## config.mk

```make
export PLATFORM = sky130hd
export DESIGN_NAME = bus_subsystem
export DESIGN_NICKNAME = d
export VERILOG_FILES = /design/src/hdl/bus_pkg.sv /design/src/hdl/bus_reg_backpressure.sv /design/src/hdl/bus_sram.sv /design/src/hdl/bus_rsp_stage.sv /design/src/hdl/bus_subsystem.sv
export VERILOG_INCLUDE_DIRS = /design/src /design/src/hdl
export SDC_FILE = /design/constraint.sdc
export NUM_CORES = 2
export LEC_CHECK = 0
export ABC_CLOCK_PERIOD_IN_PS = 3600
export BUFFER_PORTS_ARGS = -buffer_cell sky130_fd_sc_hd__buf_4
export CORE_ASPECT_RATIO = 0.8
export CORE_MARGIN = 10
export CORE_UTILIZATION = 40
export CTS_BUF_LIST = sky130_fd_sc_hd__clkbuf_8 sky130_fd_sc_hd__clkbuf_16
export DETAILED_ROUTE_END_ITERATION = 8
export GPL_TIMING_DRIVEN = 1
export PLACE_DENSITY = 0.65
export SETUP_SLACK_MARGIN = 0.1
export SKIP_LAST_GASP = 1
export SYNTH_ARGS = -nofsm -noshare
export SYNTH_HDL_FRONTEND = slang
export SYNTH_SLANG_ARGS = --single-unit
export TNS_END_PERCENT = 5
```

## constraint.sdc

```tcl
create_clock -name sub -period 3.6 [get_ports sub]
set_input_delay 0.54 -clock sub [delete_from_list [all_inputs] [get_ports sub]]
set_output_delay 0.54 -clock sub [all_outputs]
set_load 0.02 [all_outputs]
```

## src/hdl/bus_config.svh

```systemverilog
`ifndef BUS_CONFIG_SVH
`define BUS_CONFIG_SVH

//////////////////////////////////////////////////
// bus geometry
//////////////////////////////////////////////////

// address width, word addressed
`define BUS_ADR 8
// data width
`define BUS_DAT 32
// bits per byte
`define BUS_UNT 8
// byte enable count
`define BUS_BEN (`BUS_DAT / `BUS_UNT)

//////////////////////////////////////////////////
// memory and slice
//////////////////////////////////////////////////

// implemented words, anything above is an error
`define BUS_MEM_DEPTH 64
// hold register granularity in bytes
`define BUS_GRN 1

`endif

```

## src/hdl/bus_pkg.sv

```systemverilog
`default_nettype none

`include "bus_config.svh"

package bus_pkg;

  //////////////////////////////////////////////////
  // data word
  //////////////////////////////////////////////////

  // one data word seen two ways
  typedef union packed {
    // whole word, read data and compare
    logic [`BUS_DAT-1:0]               wrd;
    // per byte, indexed like the byte enables
    logic [`BUS_BEN-1:0][`BUS_UNT-1:0] byt;
  } bus_wdt_u;

  //////////////////////////////////////////////////
  // request and response
  //////////////////////////////////////////////////

  // request from manager
  typedef struct packed {
    // write enable
    logic                wen;
    // word address
    logic [`BUS_ADR-1:0] adr;
    // byte enables
    logic [`BUS_BEN-1:0] ben;
    // write data
    bus_wdt_u            wdt;
  } bus_req_t;

  // response toward manager
  typedef struct packed {
    // read data, zero on writes and errors
    logic [`BUS_DAT-1:0] rdt;
    // address out of range
    logic                err;
  } bus_rsp_t;

endpackage : bus_pkg

`default_nettype wire

```

## src/hdl/bus_reg_backpressure.sv

```systemverilog
`default_nettype none

`include "bus_config.svh"

module bus_reg_backpressure
  import bus_pkg::*;
#(
  // hold granularity in bytes
  parameter int unsigned GRN = 1
) (
  input  logic     sub,
  input  logic     arst_n,
  // manager side
  input  logic     sub_vld,
  input  bus_req_t sub_req,
  output logic     sub_rdy,
  // subordinate side
  output logic     man_vld,
  output bus_req_t man_req,
  input  logic     man_rdy
);

  //////////////////////////////////////////////////
  // hold register
  //////////////////////////////////////////////////

  // stalled request
  bus_req_t hld_req;
  // accepted while downstream busy
  logic     hld_load;

  assign hld_load = sub_vld & sub_rdy & ~man_rdy;

  // payload only, no reset
  always_ff @(posedge sub) begin
    if (hld_load) begin
      hld_req.wen <= sub_req.wen;
      hld_req.adr <= sub_req.adr;
      hld_req.ben <= sub_req.ben;
      // copy only granules whose first byte is enabled
      for (int unsigned g = 0; g < `BUS_BEN / GRN; g++) begin
        if (sub_req.wen && sub_req.ben[g*GRN]) begin
          for (int unsigned k = 0; k < GRN; k++) begin
            hld_req.wdt.byt[g*GRN+k] <= sub_req.wdt.byt[g*GRN+k];
          end
        end
      end
    end
  end

  //////////////////////////////////////////////////
  // request mux
  //////////////////////////////////////////////////

  // pass through while ready, else replay held request
  assign man_vld = sub_rdy ? sub_vld : 1'b1;
  assign man_req = sub_rdy ? sub_req : hld_req;

  //////////////////////////////////////////////////
  // registered ready
  //////////////////////////////////////////////////

  // no comb path from man_rdy to sub_rdy
  always_ff @(posedge sub or negedge arst_n) begin
    if (!arst_n) begin
      sub_rdy <= 1'b1;
    end else if (sub_rdy) begin
      // drop after a capture
      sub_rdy <= ~(sub_vld & ~man_rdy);
    end else begin
      // held request leaves when man_rdy is high
      sub_rdy <= man_rdy;
    end
  end

endmodule : bus_reg_backpressure

`default_nettype wire

```

## src/hdl/bus_sram.sv

```systemverilog
`default_nettype none

`include "bus_config.svh"

module bus_sram
  import bus_pkg::*;
(
  input  logic     sub,
  input  logic     arst_n,
  // request
  input  logic     mem_vld,
  input  bus_req_t mem_req,
  output logic     mem_rdy,
  // response, one cycle after transfer
  output logic     rsp_vld,
  output bus_rsp_t rsp
);

  // index bits for the implemented depth
  localparam int unsigned IDX = $clog2(`BUS_MEM_DEPTH);

  //////////////////////////////////////////////////
  // decode
  //////////////////////////////////////////////////

  // storage array
  bus_wdt_u mem [`BUS_MEM_DEPTH];
  // accepted request this cycle
  logic           xfer;
  // address inside the array
  logic           in_rng;
  // array index
  logic [IDX-1:0] idx;

  assign xfer   = mem_vld & mem_rdy;
  assign in_rng = (mem_req.adr < `BUS_MEM_DEPTH);
  assign idx    = mem_req.adr[IDX-1:0];

  //////////////////////////////////////////////////
  // array access
  //////////////////////////////////////////////////

  // byte enable write through the byte view
  always_ff @(posedge sub) begin
    if (xfer && mem_req.wen && in_rng) begin
      for (int unsigned b = 0; b < `BUS_BEN; b++) begin
        if (mem_req.ben[b]) begin
          mem[idx].byt[b] <= mem_req.wdt.byt[b];
        end
      end
    end
  end

  // response payload, loaded per transfer
  always_ff @(posedge sub) begin
    if (xfer) begin
      // out of range flags error
      rsp.err <= ~in_rng;
      // reads in range return the word
      if (!mem_req.wen && in_rng) begin
        rsp.rdt <= mem[idx].wrd;
      end else begin
        // writes and errors give zero
        rsp.rdt <= '0;
      end
    end
  end

  //////////////////////////////////////////////////
  // handshake
  //////////////////////////////////////////////////

  // response strobe
  always_ff @(posedge sub or negedge arst_n) begin
    if (!arst_n) begin
      rsp_vld <= 1'b0;
    end else begin
      rsp_vld <= xfer;
    end
  end

  // write recovery, refuse the cycle after a write
  always_ff @(posedge sub or negedge arst_n) begin
    if (!arst_n) begin
      mem_rdy <= 1'b1;
    end else begin
      mem_rdy <= ~(xfer & mem_req.wen);
    end
  end

endmodule : bus_sram

`default_nettype wire

```

## src/hdl/bus_rsp_stage.sv

```systemverilog
`default_nettype none

module bus_rsp_stage
  import bus_pkg::*;
(
  input  logic     sub,
  input  logic     arst_n,
  // from the SRAM
  input  logic     in_vld,
  input  bus_rsp_t in_rsp,
  // toward the manager
  output logic     out_vld,
  output bus_rsp_t out_rsp
);

  //////////////////////////////////////////////////
  // strobe
  //////////////////////////////////////////////////

  // one register cycle on valid
  always_ff @(posedge sub or negedge arst_n) begin
    if (!arst_n) begin
      out_vld <= 1'b0;
    end else begin
      out_vld <= in_vld;
    end
  end

  //////////////////////////////////////////////////
  // payload
  //////////////////////////////////////////////////

  // hold data between responses
  always_ff @(posedge sub) begin
    if (in_vld) begin
      out_rsp <= in_rsp;
    end
  end

endmodule : bus_rsp_stage

`default_nettype wire

```

## src/hdl/bus_subsystem.sv

```systemverilog
`default_nettype none

`include "bus_config.svh"

module bus_subsystem
  import bus_pkg::*;
(
  input  logic     sub,
  input  logic     arst_n,
  // request port
  input  logic     req_vld,
  input  bus_req_t req,
  output logic     req_rdy,
  // response port
  output logic     rsp_vld,
  output bus_rsp_t rsp
);

  //////////////////////////////////////////////////
  // internal links
  //////////////////////////////////////////////////

  // slice to SRAM
  logic     mem_vld;
  bus_req_t mem_req;
  logic     mem_rdy;
  // SRAM to response stage
  logic     sram_rsp_vld;
  bus_rsp_t sram_rsp;

  //////////////////////////////////////////////////
  // instances
  //////////////////////////////////////////////////

  // input side, breaks the ready path
  bus_reg_backpressure #(
    .GRN (`BUS_GRN)
  ) i_slice (
    .sub     (sub),
    .arst_n  (arst_n),
    .sub_vld (req_vld),
    .sub_req (req),
    .sub_rdy (req_rdy),
    .man_vld (mem_vld),
    .man_req (mem_req),
    .man_rdy (mem_rdy)
  );

  // memory
  bus_sram i_sram (
    .sub     (sub),
    .arst_n  (arst_n),
    .mem_vld (mem_vld),
    .mem_req (mem_req),
    .mem_rdy (mem_rdy),
    .rsp_vld (sram_rsp_vld),
    .rsp     (sram_rsp)
  );

  // output side
  bus_rsp_stage i_rsp (
    .sub     (sub),
    .arst_n  (arst_n),
    .in_vld  (sram_rsp_vld),
    .in_rsp  (sram_rsp),
    .out_vld (rsp_vld),
    .out_rsp (rsp)
  );

endmodule : bus_subsystem

`default_nettype wire

```

==> summary.txt <==
Status: finished with violations
Failing checks: setup timing
Worst setup margin: -0.142 ns
Post-CTS setup buffers: 0
Antenna-violating nets left: 0
WL met2: 105000 um
RSZ-0062 raised after global routing: true
Endpoints failing hold: 0
Final Skew: 0.0727 ns
Yosys top cell by area: edfxtp_1
Element type at the critical path end: flip-flop
CP Class: reg -> reg
Power Density: 537 nW/um^2
Post-Syn Nets: 5170
Commonest cells in the netlist: edfxtp_1 (2159), o21ai_0 (1008), a22oi_1 (499)
Core region area: 206000 sq um
Setup Viol. Count Final: 5
Synthesized flop and latch total: 2163
Top cell type's share of synthesized area: 0.785
CTS buffer count: 199
Clk_lat worst skew: 0.87 ns
Final net count: 5578
Worst reg2reg path depth: 8
Warnings from Yosys: 0
Die width: 528 um
Top cells by area, synth: edfxtp_1 (78%), o21ai_0 (6.1%), a22oi_1 (4.5%)
Initial antenna violation count: 11
CTS tree: built
Die Y: 427 um
Hold slack final: 0.0456 ns
DRT Pass-1 Iters: 8
Number of synthesized flops with an enable pin: 2159
# rows: 149
Vias: 52000
Data required, critical path: 4.19 ns
Clk network pwr share: 0.396
DRT Wirelength: 240000 um
Hpwl dp: 142000 um
Max rail drop VDD: 434 uV
Area growth syn-to-layout: 17.1%
Sequential-to-total area share from yosys stat: 0.786
DR iter-0 viols: 7878
Vias in the first global route: 49600
CP max FO: 51
Max cap viols: 0
# clock sinks: 2163
Worst slew pin tran: 1.28 ns
Share of cells above drive strength 1: 0.171
Total GRT Usage: 0.206
Worst Hold Class: in -> reg
Crit path launch type: flip-flop
Gpl congestion: 0.844
DRC viols: 0
WL/cell: 28.5 um
Post-synthesis instance area: 82600 sq um
Asr flop ratio synth: 0.00185
Synth cell types: 45
Top-count cell post-synth: edfxtp_1
Power Internal: 40100 uW
Synth Flop Type: edfxtp_1
Post-Route M1 WL: 98400 um
WHS Path Cells: 1
Clock transition at the registers of the reported paths: 0.06 ns
Static leakage: 0.0291 uW
Root buf cell: clkbuf_16
Vias per inst: 6.17
Combinational share of power: 0.061
Min Tclk post-route: 3.74 ns
Largest net degree at the start of global routing: 77
Max Slew Vio Count: 0
Die area: 225000 sq um
Met3 routed WL: 29900 um
Number of I/O pins: 83
First-pass GRT wire length: 350000 um
Grt ovf: 0
Worst-case clock buffer depth: 3
Sequential power share: 0.542
Fin crit share: 1.04
Top sig layer: met5
Post-layout power: 52000 uW
Port bufs: 82
Max frequency: 0.267 GHz
Max H-tree Level: 4
Worst Path Arrival: 4.33 ns
Final TNS setup: -0.354 ns
Gate Count Post-Synth: 5122
Psw: 11800 uW
Starting density of the core: 0.401
Mean post-synth cell area: 16.1 sq um
Switching Fraction: 0.228
Rel. slew slack: 0.146
==> stage by stage <==
step / utilization / instances / area, sq um / worst slack (ns)
4_1_cts: 0.470 / 8417 / 96700 / -0.120
3_5_place_dp: 0.437 / 8001 / 89900 / -0.369
5_1_grt: 0.470 / 8417 / 96800 / -0.176
2_1_floorplan: - / 5122 / 82600 / 0.301
6_report: 0.470 / 8419 / 96800 / -0.142
3_3_place_gp: 0.437 / 8001 / 89900 / -0.367
==> sequential cells by signal (all words and copies together) (netlist names) <==
signal           cells
i_sram.mem        2048
i_slice.hld_req     45
i_rsp.out_rsp       33
i_sram.rsp          33
i_rsp.out_vld        1
i_slice.sub_rdy      1
i_sram.mem_rdy       1
i_sram.rsp_vld       1
==> area by class of cell <==
cell class | instances | area [sq um]
clock buffers | 201 | 5030
diodes | 2 | 5.00
clock inverters | 169 | 1300
flip-flops and latches | 2163 | 64900
well taps | 2718 | 3400
inverters | 4 | 15.0
multi-input cells | 2505 | 15900
repair buffers | 657 | 6200
fillers | 17200 | 109000
==> metal layers <==
metal,track usage,vias up
met1,0.306,26400
met2,0.301,3451
met4,0.0556,8
met5,0,-
met3,0.0514,385
li1,-,21800
==> final timing paths <==
path	startpoint	to	slack [ns]
hold reg to reg	i_sram.rsp[0]	i_rsp.out_rsp[0]	0.43
max in group asynchronous	arst_n	i_rsp.out_vld	2.91
hold / removal	req[38]	i_slice.hld_req[38]	0.05
min in group asynchronous	arst_n	i_sram.rsp_vld	0.09
setup reg to reg	i_slice.sub_rdy	i_sram.rsp[3]	-0.14
setup / recovery	i_slice.sub_rdy	i_sram.rsp[3]	-0.14
==> power groups by stage <==
stage	registers [uW]	clock network, uW	logic (uW)
global placement	28700	0	3060
global route	28200	21800	3350
CTS	28200	20800	3150
floorplan	28700	0	1420
detailed placement	28700	0	3100
finish	28200	20600	3200
==> timing repair <==
item	in CTS	in global routing
hold buffers	46	0
gates resized for setup	2	7
endpoints found under the hold margin	49	0
endpoints found under the setup margin	9	22
==> worst max-delay path: stages, from the launching register on <==
cell	delay, ns
dfstp_4	0.81
and4b_1	0.28
or2_4	0.41
buf_12	0.25
buf_12	0.21
a22oi_1	0.22
a31oi_1	0.21
nor4_1	0.82
a21oi_1	0.15
==> layout by cell type, fill, tap and decap left out, drive strengths merged, types with 20 or more instances in the layout <==
cell type | synthesis | final
a21oi | 36 | 36
a22oi | 505 | 505
a31oi | 253 | 253
and4 | 253 | 253
buf | 128 | 611
clkbuf | 322 | 201
clkinv | 0 | 108
dlygate4sd3 | 0 | 46
edfxtp | 2159 | 2159
inv | 4 | 48
mux2 | 34 | 34
mux2i | 20 | 20
nor3 | 258 | 258
nor4 | 64 | 64
o21ai | 1008 | 1008
==> kinds of logic after synthesis <==
family,after synthesis,share of synthesized area
simple gates,633,0.0524
compound gates,1818,0.130
flops,2163,0.786
mux,54,0.00706
buf+inv,454,0.0243
(Power assumes the default switching activity.)
